$ cat src/source/monitor_cfg.svh
`ifndef MONITOR_CFG_SVH
`define MONITOR_CFG_SVH

// Thresholds 40, 90, 150, 220 packed low byte first
`define MON_THRESH_RST 32'hdc96_5a28
`define MON_HOLD_RST   16'd16          // Peak samples before stop
`define MON_BAUD_RST   16'd434         // Clocks per UART bit

// Register byte addresses
`define MON_ADDR_CTRL   32'h0000_0000
`define MON_ADDR_THRESH 32'h0000_0004
`define MON_ADDR_HOLD   32'h0000_0008
`define MON_ADDR_BAUD   32'h0000_000c
`define MON_ADDR_STATUS 32'h0000_0010

`define MON_MSG_LEN 19                 // JSON line incl. newline

`endif
$ cat src/source/bus_pkg.sv
package bus_pkg;

    // Master to slave
    typedef struct packed {
        logic        awvalid;
        logic [31:0] awaddr;
        logic        wvalid;
        logic [31:0] wdata;
        logic [3:0]  wstrb;
        logic        bready;
        logic        arvalid;
        logic [31:0] araddr;
        logic        rready;
    } axil_req_t;

    // Slave to master
    typedef struct packed {
        logic        awready;
        logic        wready;
        logic        bvalid;
        logic [1:0]  bresp;
        logic        arready;
        logic        rvalid;
        logic [31:0] rdata;
        logic [1:0]  rresp;
    } axil_rsp_t;

    typedef struct packed {
        logic       valid;
        logic [7:0] data;
        logic       last;              // Final byte of a message
    } byte_beat_t;

    typedef struct packed {
        logic [15:0] baud_div;         // Clocks per bit
    } uart_cfg_t;

endpackage

$ cat src/source/monitor_pkg.sv
package monitor_pkg;

    // Number of thresholds the sample exceeds
    typedef enum logic [2:0] {
        quiet     = 3'd0,
        normal    = 3'd1,
        loud      = 3'd2,
        very_loud = 3'd3,
        peak      = 3'd4
    } level_t;

    typedef struct packed {
        logic [3:0][7:0] thresh;       // Ascending, index 0 lowest
        logic [15:0]     hold;         // Peak run length for stop
        logic            enable;
        logic            stop_clr;     // One-cycle pulse
    } det_cfg_t;

    typedef struct packed {
        level_t level;
        logic   stop;                  // Latched sustained peak
    } det_status_t;

endpackage

$ cat src/source/loudness_monitor_top.sv
`timescale 1ns/10ps

module loudness_monitor_top import monitor_pkg::*, bus_pkg::*; (
    input  logic       CLOCK_50,
    input  logic       rst,
    input  logic [7:0] loudness,
    input  logic       start,
    input  axil_req_t  s_axi_req,
    output axil_rsp_t  s_axi_rsp,
    output logic       tx,
    output level_t     level,
    output logic       stop_detect,
    output logic       busy
);

    det_cfg_t    det_cfg;
    det_status_t det_status;
    uart_cfg_t   uart_cfg;
    byte_beat_t  beat;               // Formatter to serializer
    logic        uart_ready;
    logic        line_idle;

    monitor_regs u_monitor_regs (
        .CLOCK_50   (CLOCK_50),
        .rst        (rst),
        .s_axi_req  (s_axi_req),
        .s_axi_rsp  (s_axi_rsp),
        .det_status (det_status),
        .busy       (busy),
        .det_cfg    (det_cfg),
        .uart_cfg   (uart_cfg)
    );

    loudness_detector u_loudness_detector (
        .CLOCK_50   (CLOCK_50),
        .rst        (rst),
        .loudness   (loudness),
        .det_cfg    (det_cfg),
        .det_status (det_status)
    );

    json_formatter u_json_formatter (
        .CLOCK_50   (CLOCK_50),
        .rst        (rst),
        .start      (start),
        .loudness   (loudness),
        .det_status (det_status),
        .uart_ready (uart_ready),
        .line_idle  (line_idle),
        .beat       (beat),
        .busy       (busy)
    );

    uart_tx u_uart_tx (
        .CLOCK_50   (CLOCK_50),
        .rst        (rst),
        .beat       (beat),
        .uart_cfg   (uart_cfg),
        .ready      (uart_ready),
        .tx         (tx),
        .line_idle  (line_idle)
    );

    assign level       = det_status.level;
    assign stop_detect = det_status.stop;

endmodule

$ cat src/source/uart_tx.sv
`timescale 1ns/10ps

module uart_tx import bus_pkg::*; (
    input  logic       CLOCK_50,
    input  logic       rst,
    input  byte_beat_t beat,
    input  uart_cfg_t  uart_cfg,
    output logic       ready,
    output logic       tx,
    output logic       line_idle
);

    logic        active;             // Frame in flight
    logic [8:0]  shift;              // Data bits then stop
    logic [3:0]  bit_cnt;
    logic [15:0] div_cnt;            // Clocks into current bit
    logic        last_q;

    always_ff @(posedge CLOCK_50 or posedge rst) begin
        if (rst) begin
            active    <= 1'b0;
            ready     <= 1'b0;
            tx        <= 1'b1;
            bit_cnt   <= 4'd0;
            div_cnt   <= 16'd0;
            line_idle <= 1'b0;
            last_q    <= 1'b0;
        end else if (!active) begin
            ready <= 1'b1;
            if (ready && beat.valid) begin
                active    <= 1'b1;
                ready     <= 1'b0;
                tx        <= 1'b0;                   // Start bit
                bit_cnt   <= 4'd0;
                div_cnt   <= 16'd0;
                last_q    <= beat.last;
                line_idle <= 1'b0;
            end
        end else if (div_cnt == uart_cfg.baud_div - 16'd1) begin
            div_cnt <= 16'd0;
            if (bit_cnt == 4'd9) begin               // Stop bit done
                active    <= 1'b0;
                ready     <= 1'b1;
                line_idle <= last_q;
            end else begin
                tx      <= shift[0];                 // LSB first
                bit_cnt <= bit_cnt + 4'd1;
            end
        end else begin
            div_cnt <= div_cnt + 16'd1;
        end
    end

    always_ff @(posedge CLOCK_50) begin
        if (!active && ready && beat.valid) begin
            shift <= {1'b1, beat.data};
        end else if (active && div_cnt == uart_cfg.baud_div - 16'd1) begin
            shift <= {1'b1, shift[8:1]};
        end
    end

endmodule

$ cat src/source/json_formatter.sv
`timescale 1ns/10ps
`include "monitor_cfg.svh"

module json_formatter import monitor_pkg::*, bus_pkg::*; (
    input  logic        CLOCK_50,
    input  logic        rst,
    input  logic        start,
    input  logic [7:0]  loudness,
    input  det_status_t det_status,
    input  logic        uart_ready,
    input  logic        line_idle,
    output byte_beat_t  beat,
    output logic        busy
);

    typedef enum logic [1:0] {st_idle, st_conv, st_send, st_wait} fmt_state_t;

    fmt_state_t state;
    logic       start_d;
    logic       start_edge;
    logic [7:0] lo_q;                // Aligned with det_status.level
    logic [7:0] rem;                 // Leaves the ones digit
    logic [3:0] hund;
    logic [3:0] tens;
    level_t     lvl_cap;
    logic [4:0] idx;                 // Byte position in message
    logic [7:0] ch;

    assign start_edge = start && !start_d;

    always_ff @(posedge CLOCK_50) begin
        lo_q <= loudness;
    end

    always_ff @(posedge CLOCK_50 or posedge rst) begin
        if (rst) begin
            state   <= st_idle;
            start_d <= 1'b0;
            busy    <= 1'b0;
            rem     <= 8'd0;
            hund    <= 4'd0;
            tens    <= 4'd0;
            lvl_cap <= quiet;
            idx     <= 5'd0;
        end else begin
            start_d <= start;
            case (state)
                st_idle: begin
                    if (start_edge) begin             // Edges while busy never reach here
                        state   <= st_conv;
                        busy    <= 1'b1;
                        rem     <= lo_q;
                        lvl_cap <= det_status.level;
                        hund    <= 4'd0;
                        tens    <= 4'd0;
                    end
                end
                st_conv: begin                        // Compare-subtract
                    if (rem >= 8'd100) begin
                        rem  <= rem - 8'd100;
                        hund <= hund + 4'd1;
                    end else if (rem >= 8'd10) begin
                        rem  <= rem - 8'd10;
                        tens <= tens + 4'd1;
                    end else begin
                        state <= st_send;
                        idx   <= 5'd0;
                    end
                end
                st_send: begin
                    if (uart_ready) begin
                        if (beat.last) state <= st_wait;
                        else idx <= idx + 5'd1;
                    end
                end
                st_wait: begin                        // Last stop bit still going
                    if (line_idle) begin
                        state <= st_idle;
                        busy  <= 1'b0;
                    end
                end
                default: state <= st_idle;
            endcase
        end
    end

    // Message {"lvl":DDD,"st":D} plus newline
    always_comb begin
        case (idx)
            5'd0:    ch = 8'h7b;                      // {
            5'd1:    ch = 8'h22;                      // "
            5'd2:    ch = "l";
            5'd3:    ch = "v";
            5'd4:    ch = "l";
            5'd5:    ch = 8'h22;
            5'd6:    ch = ":";
            5'd7:    ch = 8'h30 + {4'd0, hund};
            5'd8:    ch = 8'h30 + {4'd0, tens};
            5'd9:    ch = 8'h30 + {4'd0, rem[3:0]};
            5'd10:   ch = ",";
            5'd11:   ch = 8'h22;
            5'd12:   ch = "s";
            5'd13:   ch = "t";
            5'd14:   ch = 8'h22;
            5'd15:   ch = ":";
            5'd16:   ch = 8'h30 + {5'd0, lvl_cap};
            5'd17:   ch = 8'h7d;                      // }
            default: ch = 8'h0a;                      // Newline
        endcase
    end

    assign beat.valid = (state == st_send);
    assign beat.data  = ch;
    assign beat.last  = (idx == 5'(`MON_MSG_LEN - 1));

endmodule

$ cat src/source/loudness_detector.sv
`timescale 1ns/10ps

module loudness_detector import monitor_pkg::*; (
    input  logic        CLOCK_50,
    input  logic        rst,
    input  logic [7:0]  loudness,
    input  det_cfg_t    det_cfg,
    output det_status_t det_status
);

    logic [2:0]  above;              // Thresholds strictly exceeded
    logic        peak_now;
    logic [15:0] run_cnt;            // Consecutive peak samples
    logic [16:0] run_nxt;

    always_comb begin
        above = 3'd0;
        for (int i = 0; i < 4; i++) begin
            if (loudness > det_cfg.thresh[i]) above = above + 3'd1;
        end
    end

    assign peak_now = det_cfg.enable && (above == 3'd4);
    assign run_nxt  = {1'b0, run_cnt} + 17'd1;

    always_ff @(posedge CLOCK_50 or posedge rst) begin
        if (rst) begin
            det_status.level <= quiet;
            det_status.stop  <= 1'b0;
            run_cnt          <= 16'd0;
        end else begin
            det_status.level <= det_cfg.enable ? level_t'(above) : quiet;
            // Run counter restarts on any non-peak or when disabled
            if (!peak_now) begin
                run_cnt <= 16'd0;
            end else if (run_cnt != 16'hffff) begin
                run_cnt <= run_nxt[15:0];         // Saturates
            end
            // Clear wins over set on the stop latch
            if (det_cfg.stop_clr) begin
                det_status.stop <= 1'b0;
            end else if (peak_now && run_nxt >= {1'b0, det_cfg.hold}) begin
                det_status.stop <= 1'b1;
            end
        end
    end

endmodule

$ cat src/source/monitor_regs.sv
`timescale 1ns/10ps
`include "monitor_cfg.svh"

module monitor_regs import monitor_pkg::*, bus_pkg::*; (
    input  logic        CLOCK_50,
    input  logic        rst,
    input  axil_req_t   s_axi_req,
    output axil_rsp_t   s_axi_rsp,
    input  det_status_t det_status,
    input  logic        busy,
    output det_cfg_t    det_cfg,
    output uart_cfg_t   uart_cfg
);

    logic            enable_q;
    logic            stop_clr_q;     // Self-clearing CTRL bit 1
    logic [3:0][7:0] thresh_q;
    logic [15:0]     hold_q;
    logic [15:0]     baud_q;
    logic            aw_rdy;         // Shared awready/wready pulse
    logic            ar_rdy;
    logic            b_vld;
    logic            r_vld;
    logic [1:0]      b_resp;
    logic [1:0]      r_resp;
    logic [31:0]     r_data;
    logic            wr_fire;
    logic            rd_fire;
    logic            wr_hit;
    logic            rd_hit;
    logic [31:0]     rd_mux;

    assign wr_fire = aw_rdy && s_axi_req.awvalid && s_axi_req.wvalid;
    assign rd_fire = ar_rdy && s_axi_req.arvalid;

    assign wr_hit = s_axi_req.awaddr inside {`MON_ADDR_CTRL, `MON_ADDR_THRESH,
        `MON_ADDR_HOLD, `MON_ADDR_BAUD, `MON_ADDR_STATUS};

    always_comb begin
        rd_hit = 1'b1;
        rd_mux = 32'd0;
        case (s_axi_req.araddr)
            `MON_ADDR_CTRL:   rd_mux = {31'd0, enable_q};
            `MON_ADDR_THRESH: rd_mux = thresh_q;
            `MON_ADDR_HOLD:   rd_mux = {16'd0, hold_q};
            `MON_ADDR_BAUD:   rd_mux = {16'd0, baud_q};
            `MON_ADDR_STATUS: rd_mux = {27'd0, busy, det_status.stop, det_status.level};
            default:          rd_hit = 1'b0;   // Unmapped
        endcase
    end

    always_ff @(posedge CLOCK_50 or posedge rst) begin
        if (rst) begin
            enable_q   <= 1'b1;
            stop_clr_q <= 1'b0;
            thresh_q   <= `MON_THRESH_RST;
            hold_q     <= `MON_HOLD_RST;
            baud_q     <= `MON_BAUD_RST;
            aw_rdy     <= 1'b0;
            ar_rdy     <= 1'b0;
            b_vld      <= 1'b0;
            r_vld      <= 1'b0;
        end else begin
            stop_clr_q <= 1'b0;                   // Pulse lasts one cycle
            // Write channel with one outstanding
            aw_rdy <= s_axi_req.awvalid && s_axi_req.wvalid && !aw_rdy && !b_vld;
            if (wr_fire) begin
                b_vld <= 1'b1;
                case (s_axi_req.awaddr)
                    `MON_ADDR_CTRL: begin
                        if (s_axi_req.wstrb[0]) begin
                            enable_q   <= s_axi_req.wdata[0];
                            stop_clr_q <= s_axi_req.wdata[1];
                        end
                    end
                    `MON_ADDR_THRESH: begin
                        for (int i = 0; i < 4; i++) begin
                            if (s_axi_req.wstrb[i]) thresh_q[i] <= s_axi_req.wdata[8*i +: 8];
                        end
                    end
                    `MON_ADDR_HOLD: begin
                        for (int i = 0; i < 2; i++) begin
                            if (s_axi_req.wstrb[i]) hold_q[8*i +: 8] <= s_axi_req.wdata[8*i +: 8];
                        end
                    end
                    `MON_ADDR_BAUD: begin
                        for (int i = 0; i < 2; i++) begin
                            if (s_axi_req.wstrb[i]) baud_q[8*i +: 8] <= s_axi_req.wdata[8*i +: 8];
                        end
                    end
                    default: ;                    // STATUS read-only and rest unmapped
                endcase
            end else if (b_vld && s_axi_req.bready) begin
                b_vld <= 1'b0;
            end
            // Read channel with one outstanding
            ar_rdy <= s_axi_req.arvalid && !ar_rdy && !r_vld;
            if (rd_fire) begin
                r_vld <= 1'b1;
            end else if (r_vld && s_axi_req.rready) begin
                r_vld <= 1'b0;
            end
        end
    end

    // Response payload
    always_ff @(posedge CLOCK_50) begin
        if (wr_fire) begin
            b_resp <= wr_hit ? 2'b00 : 2'b10;     // OKAY or SLVERR
        end
        if (rd_fire) begin
            r_data <= rd_mux;
            r_resp <= rd_hit ? 2'b00 : 2'b10;
        end
    end

    assign s_axi_rsp.awready = aw_rdy;
    assign s_axi_rsp.wready  = aw_rdy;
    assign s_axi_rsp.bvalid  = b_vld;
    assign s_axi_rsp.bresp   = b_resp;
    assign s_axi_rsp.arready = ar_rdy;
    assign s_axi_rsp.rvalid  = r_vld;
    assign s_axi_rsp.rdata   = r_data;
    assign s_axi_rsp.rresp   = r_resp;

    assign det_cfg.thresh   = thresh_q;
    assign det_cfg.hold     = hold_q;
    assign det_cfg.enable   = enable_q;
    assign det_cfg.stop_clr = stop_clr_q;
    assign uart_cfg.baud_div = baud_q;

endmodule

$ cat config.mk
export PLATFORM = sky130hd
export DESIGN_NAME = loudness_monitor_top
export DESIGN_NICKNAME = d
export VERILOG_FILES = /design/src/source/bus_pkg.sv /design/src/source/monitor_pkg.sv /design/src/source/loudness_monitor_top.sv /design/src/source/uart_tx.sv /design/src/source/json_formatter.sv /design/src/source/loudness_detector.sv /design/src/source/monitor_regs.sv
export VERILOG_INCLUDE_DIRS = /design/src /design/src/source
export SDC_FILE = /design/constraint.sdc
export NUM_CORES = 1
export LEC_CHECK = 0
export BUFFER_PORTS_ARGS = -buffer_cell sky130_fd_sc_hd__buf_4
export CORE_MARGIN = 5
export CORE_UTILIZATION = 35
export DETAILED_ROUTE_END_ITERATION = 16
export PLACE_DENSITY = 0.54
export SETUP_SLACK_MARGIN = 0.4
export SLEW_MARGIN = 20
export SYNTH_ARGS = -nofsm -noshare
export SYNTH_HDL_FRONTEND = slang
export SYNTH_SLANG_ARGS = --single-unit
$ cat constraint.sdc
create_clock -name CLOCK_50 -period 4.8 [get_ports CLOCK_50]
set_input_delay 0.24 -clock CLOCK_50 [delete_from_list [all_inputs] [get_ports CLOCK_50]]
set_output_delay 0.24 -clock CLOCK_50 [all_outputs]
set_load 0.05 [all_outputs]
==> results of run 1 <==
synthesized netlist by cell type, types with 4 or more instances:
master and count:
dfrtp_1 120, nand2_1 102, nor2_1 80, inv_1 75, ha_1 74, o21ai_0 69, mux2_2 63, a21oi_1 47
nand3_1 47, edfxtp_1 42, clkbuf_1 35, nor3_1 31, and2_1 29, dfstp_2 23, xnor2_1 21, a22oi_1 20
nand4_1 19, xor2_1 18, nor4_1 16, a21o_1 15, nand2b_1 12, nor2b_1 12, a22o_1 10, and3_1 10
o211ai_1 10, or3_1 9, a31oi_1 8, buf_4 8, dfxtp_1 8, mux2i_1 8, or4_1 7, a211oi_1 6
buf_2 6, o22ai_1 5, or2_2 5, mux2_1 4, nand3b_1 4, nor3b_1 4, o21a_1 4, o21ai_1 4
o311ai_1 4
critical path: stages (launching register included):
cell and delay, ps:
dfstp_2 540, inv_1 50, ha_1 280, nor2b_1 130, o21ai_0 140, nand2b_1 70, a21oi_1 130, o21ai_0 80
o21ai_0 120, inv_1 80, ha_1 330, xnor2_1 250, ha_1 190, nand2_1 90, or3_1 380, o211a_1 320
o41ai_1 410
final timing paths:
| check | slack [ps] | from | to |
|---|---|---|---|
| max in group asynchronous | 3170 | rst | u_monitor_regs.det_cfg[20] |
| min | 20 | s_axi_req[63] | u_monitor_regs.det_cfg[42] |
| max reg2reg | 1100 | u_monitor_regs.det_cfg[27] | u_loudness_detector.det_status[0] |
| max | 1100 | u_monitor_regs.det_cfg[27] | u_loudness_detector.det_status[0] |
| min in group asynchronous | 420 | rst | u_uart_tx.bit_cnt[1] |
| min reg2reg | 460 | u_monitor_regs.ar_rdy | u_monitor_regs.ar_rdy |
per-layer routing:
metal | routed length, um | up-vias
li1 | - | 4419
met5 | 0 | -
met3 | 1240 | 25
met2 | 15100 | 181
met4 | 354 | 0
met1 | 13800 | 4363
per-stage QoR:
stage	hold WS, ps	util [%]	setup slack, ps
after global routing	1.32	42.8	687
after global placement	356	40.4	1170
after CTS	0.414	42.8	1060
after detailed placement	354	40.4	1080
after floorplan	268	-	760
final	22.4	42.8	1100
cells by family after synthesis:
family	count (synthesis)	synth area share, %
AO/OA/AOI/OAI	236	13.8
AND/OR/NAND/NOR	399	17.9
other	1	0.0334
multiplexers	76	7.63
buffers and inverters	127	4.58
adder cells (fa/ha/maj)	74	8.24
XOR/XNOR	39	3.04
flip-flops	193	44.8
power groups by stage:
| stage | Clock (W) | Combinational [W] | Sequential, W |
|---|---|---|---|
| 3_5_place_dp | 0 | 0.000300 | 0.00173 |
| 3_3_place_gp | 0 | 0.000299 | 0.00173 |
| 6_report | 0.00144 | 0.000307 | 0.00170 |
| 4_1_cts | 0.00148 | 0.000312 | 0.00170 |
| 2_1_floorplan | 0 | 0.000129 | 0.00176 |
| 5_1_grt | 0.00155 | 0.000336 | 0.00170 |
state kept, by name (all words and copies together) (netlist names), 16 cells and up:
| register | cells |
|---|---|
| u_loudness_detector.run_cnt | 16 |
| u_monitor_regs.hold_q | 16 |
| u_monitor_regs.r_data | 32 |
| u_monitor_regs.det_cfg | 32 |
| u_uart_tx.div_cnt | 16 |
| u_monitor_regs.uart_cfg | 16 |
layout make-up:
class,count,area share [%]
sequential,193,37.2
clock inverter,12,0.804
multi-input combinational,826,42.2
timing repair buffer,183,10.5
inverter,77,2.17
clock buffer,20,3.54
tap,402,3.72
repair_timing:
action	4_1_cts	5_1_grt
hold buffers	17	0
hold endpoints to repair	62	0
setup endpoints to repair	0	0
resized for setup	0	0
==> reports/summary.txt, run 1 <==
Worst-Skew Late Latency: 450 ps
Reg2Reg Depth: 16
#FFs+latches synth: 193
cell area after layout: 13500 sq um
Synth cell types: 75
Required @ worst endpoint: 5150 ps
fmax: 270 MHz
DRC: 0
Avg Cell Area, Syn: 9.81 sq um
met1 Use GR: 22.6%
total global-route track usage: 17.1%
Final Hold Fails: 0
initial antenna violation count: 0
post-route clock skew: 12.5 ps
via count: 8988
fraction of registers with async set or reset after synthesis: 74.1%
Netlist Area Pre-Place: 11200 sq um
clock root buffer: clkbuf_16
minimum clock period: 3700 ps
CTS tree: built
final total power: 0.00345 W
multi-input logic area: 5710 sq um
most common cell after layout, fill and taps aside: buf_4
Reg power frac: 49.3%
VDD IR max: 0.000263 V
Seq/Total Area, Yosys: 44.8%
Rows: 65
DRT Wirelength: 30.5 mm
Max-slew headroom: 35.4%
antenna-violating nets left: 0
Int Power: 0.00256 W
Initial Utilization: 35.5%
layout cells sized above 1: 23.1%
vias in the first global route: 9012
I/O Pins: 163
commonest cells after routing, fill and taps aside: buf_4 (166), dfrtp_1 (120), nand2_1 (102)
Sw Ratio: 25.7%
pwr/cell area: 255 nW/um^2
outcome: finished, final reports clean
largest net degree at the start of global routing: 59
Filler Cell Count: 3071
Ys Warns: 0
Register Area: 5030 sq um
element type at the critical path start: flop
Hold Path Depth: 2
1st-iter DRT viols: 505
GRT overflow: 0
busiest grt layer: met2
Placement Cell Area: 12800 sq um
worst endpoint data arrival time: 4050 ps
WS Path Type: reg2reg
first-pass GRT wire length: 48.9 mm
net switching power: 0.000886 W
Setup-failing EPs final: 0
drt wl/cell: 17.8 um
Core Box Area: 31600 sq um
Post-synth EDFFs: 42
Final Max Slew Viols: 0
Nets: 1488
die footprint: 35800 sq um
worst-margin pin slew: 968 ps
Clk pwr share: 41.8%
1st-pass router iterations: 5
dpl cells: 1664
Layout area overhead: 20.5%
Die Y: 189 um
CTS clk-pin slew, worst paths: 80 ps
post-route clock period utilization: 77.1%
max cap viols: 0
Hold WC Path Type: in2reg
H-tree depth: 4
synthesized instance count: 1145
unrepaired setup endpoints after global routing: false
n_diodes: 0
Setup Buffers After CTS: 0
Longest Clk Path Bufs: 2
Crit. End Element: flop
vias per inst: 5.25
met3 usage: 3.71%
share of the synthesized area in the top cell type: 26.7%
critical-path maximum fanout: 17
M2 GR Usage: 29.0%
Synth area leader: dfrtp_1
RD Place Congestion: 0.854
synth top area cells: dfrtp_1 (27%), edfxtp_1 (11%), ha_1 (8.2%), mux2_2 (6.3%), dfstp_2 (5.4%)
clock sink count: 193
CTS Buf Count: 17
Pleak: 5.98 nW
detailed placer's ending HPWL: 23.1 mm
TNS Setup: 0 ps
Die X: 189 um
combinational share of power: 8.9%
port buffer count: 160
post-route insts no fill: 1713
top_reg_cell synth: dfrtp_1
Note: power is estimated with default switching activity, not from simulation.
==> run 2, diff against run 1 <==
Settings changed: PLACE_DENSITY 0.54 to 0.56.
Clock period 4.8 ns to 3 ns, I/O delays scaled along.
==> run 2 against run 1 <==
  * Hold slack worse by 6.9 ps
  * Core utilization is 4.3 points higher
  * Combinational power is 110% higher
  * Critical path type unchanged
  * Register-to-register slack worse by 1200 ps
  * Largest cell class unchanged
  * The run now ends with setup timing left
  * Global-route usage is 0.60 points higher
  * First-iteration DRC count increased by 7.1%
  * Non-clock buffer count is 83 higher
==> reports/summary.txt, run 2 (synthesized netlist as in run 1, its figures left out) <==
outcome: finished with violations
failing checks: setup timing
critical-path maximum fanout: 8
DRC: 0
Worst-Skew Late Latency: 460 ps
pwr/cell area: 386 nW/um^2
minimum hold slack: 15.5 ps
Rows: 65
Max-slew headroom: 34.1%
VDD IR max: 0.000400 V
Final Hold Fails: 0
post-route clock period utilization: 103%
Crit. End Element: flop
detailed placer's ending HPWL: 23.5 mm
Place WS: -166 ps
cell mode on critical path: a21o_1
I/O Pins: 163
CTS tree: built
Initial Utilization: 35.5%
most common cell after layout, fill and taps aside: buf_4
commonest cells after routing, fill and taps aside: buf_4 (205), dfrtp_1 (117), nand2_1 (97)
1st-pass router iterations: 5
Die X: 189 um
final total power: 0.00575 W
Worst setup endpoint: u_loudness_detector.run_cnt[13]
slowest CP cell: dfstp_2
Die Y: 189 um
max cap viols: 0
Required @ worst endpoint: 3370 ps
worst endpoint data arrival time: 3450 ps
critical path's largest stage delay: 540 ps
minimum clock period: 3080 ps
GRT overflow: 0
critical path cell sequence: inv_2 -> ha_4 -> a21o_1 -> a21o_1 -> a21oi_2 -> o21ai_1 -> o21a_1 -> inv_1 -> ha_2 -> nor2_1 -> o21a_1 -> a21o_1 -> ha_4 -> nand2_4 -> or3_4 -> o211a_4 -> buf_12 -> nor3_4
clock root buffer: clkbuf_16
largest net degree at the start of global routing: 64
post-route clock skew: 19.4 ps
r2r setup slk: -80 ps
Reg2Reg Depth: 18
fmax: 325 MHz
vias per inst: 5.25
Hold WC Path Type: in2reg
CTS Buf Count: 17
die footprint: 35800 sq um
WS Path Type: reg2reg
drt wl/cell: 17.7 um
H-tree depth: 4
Worst R2R Start: u_monitor_regs.det_cfg[23]
Filler Cell Count: 2945
Layout area overhead: 32.5%
1st-iter DRT viols: 541
initial antenna violation count: 0
final worst slack: -76.7 ps
Layout Utilization: 47.0%
Longest Clk Path Bufs: 2
port buffer count: 160
worst-margin pin slew: 988 ps
Pleak: 6.55 nW
clock sink count: 193
CTS clk-pin slew, worst paths: 80 ps
Setup-failing EPs final: 17
Final Max Slew Viols: 0
n_diodes: 0
vias in the first global route: 9521
antenna-violating nets left: 0
Nets: 1571
total global-route track usage: 17.7%
layout cells sized above 1: 30.7%
first-pass GRT wire length: 50.8 mm
reg2reg end: u_loudness_detector.run_cnt[13]
element type at the critical path start: flop
DRT Wirelength: 31.8 mm
RD Place Congestion: 0.875
Core Box Area: 31600 sq um
unrepaired setup endpoints after global routing: true
Critical Path Start: u_monitor_regs.det_cfg[23]
via count: 9436
[run 2: worst min path at each step]
stage             startpoint                         to  slack, ps  cells past startpoint
5_1_grt        s_axi_req[40]  u_monitor_regs.stop_clr_q         20                      3
4_1_cts        s_axi_req[40]  u_monitor_regs.stop_clr_q          5                      3
3_3_place_gp           start   u_json_formatter.start_d        270                      1
3_5_place_dp           start   u_json_formatter.start_d        270                      1
6_report       s_axi_req[40]  u_monitor_regs.stop_clr_q         20                      3
2_1_floorplan    loudness[0]   u_json_formatter.lo_q[0]        180                      0
[run 2: critical path: cells and delay by family (launching register included)]
family | cells | cell delay [ps]
compound gates | 8 | 1000
simple gates | 4 | 600
fa+ha+maj | 3 | 580
flops | 1 | 540
buf+inv | 3 | 260
[run 2: repair_timing]
item / CTS / global route
pin swaps: 43 / 15
hold buffers: 48 / 0
setup endpoints to repair: 49 / 54
endpoints found under the hold margin: 96 / 0
gates resized for setup: 55 / 27
cloned: 2 / 0
buffers inserted: 14 / 3
[run 2: layout make-up]
class                      count  area, sq um  area share [%]
inverter                      77          293            1.97
tap                          402          503            3.38
multi-input combinational    826         6200            41.7
timing repair buffer         266         2230            15.0
sequential                   193         5030            33.8
clock buffer                  17          425            2.86
clock inverter                15          196            1.32
[run 2: per-layer routing]
metal	up-vias	wire length [um]	global-route usage [%]
met3	31	1170	3.60
met1	4641	14200	22.9
met5	-	0	0
li1	4582	-	-
met2	182	15900	30.9
met4	0	456	3.87
[run 2: stage by stage]
stage,TNS [ps],instances,cell area (sq um)
after CTS,-518,1793,14700
after detailed placement,-1830,1697,13200
after floorplan,-995,1146,11400
after global routing,-4260,1796,14900
final,-969,1796,14900
after global placement,-1040,1697,13200
[run 2: report_power, final]
group          switching [W]  internal [W]
Combinational       0.000342      0.000302
Clock                0.00123       0.00115
Sequential         0.0000156       0.00270
Total                0.00159       0.00416
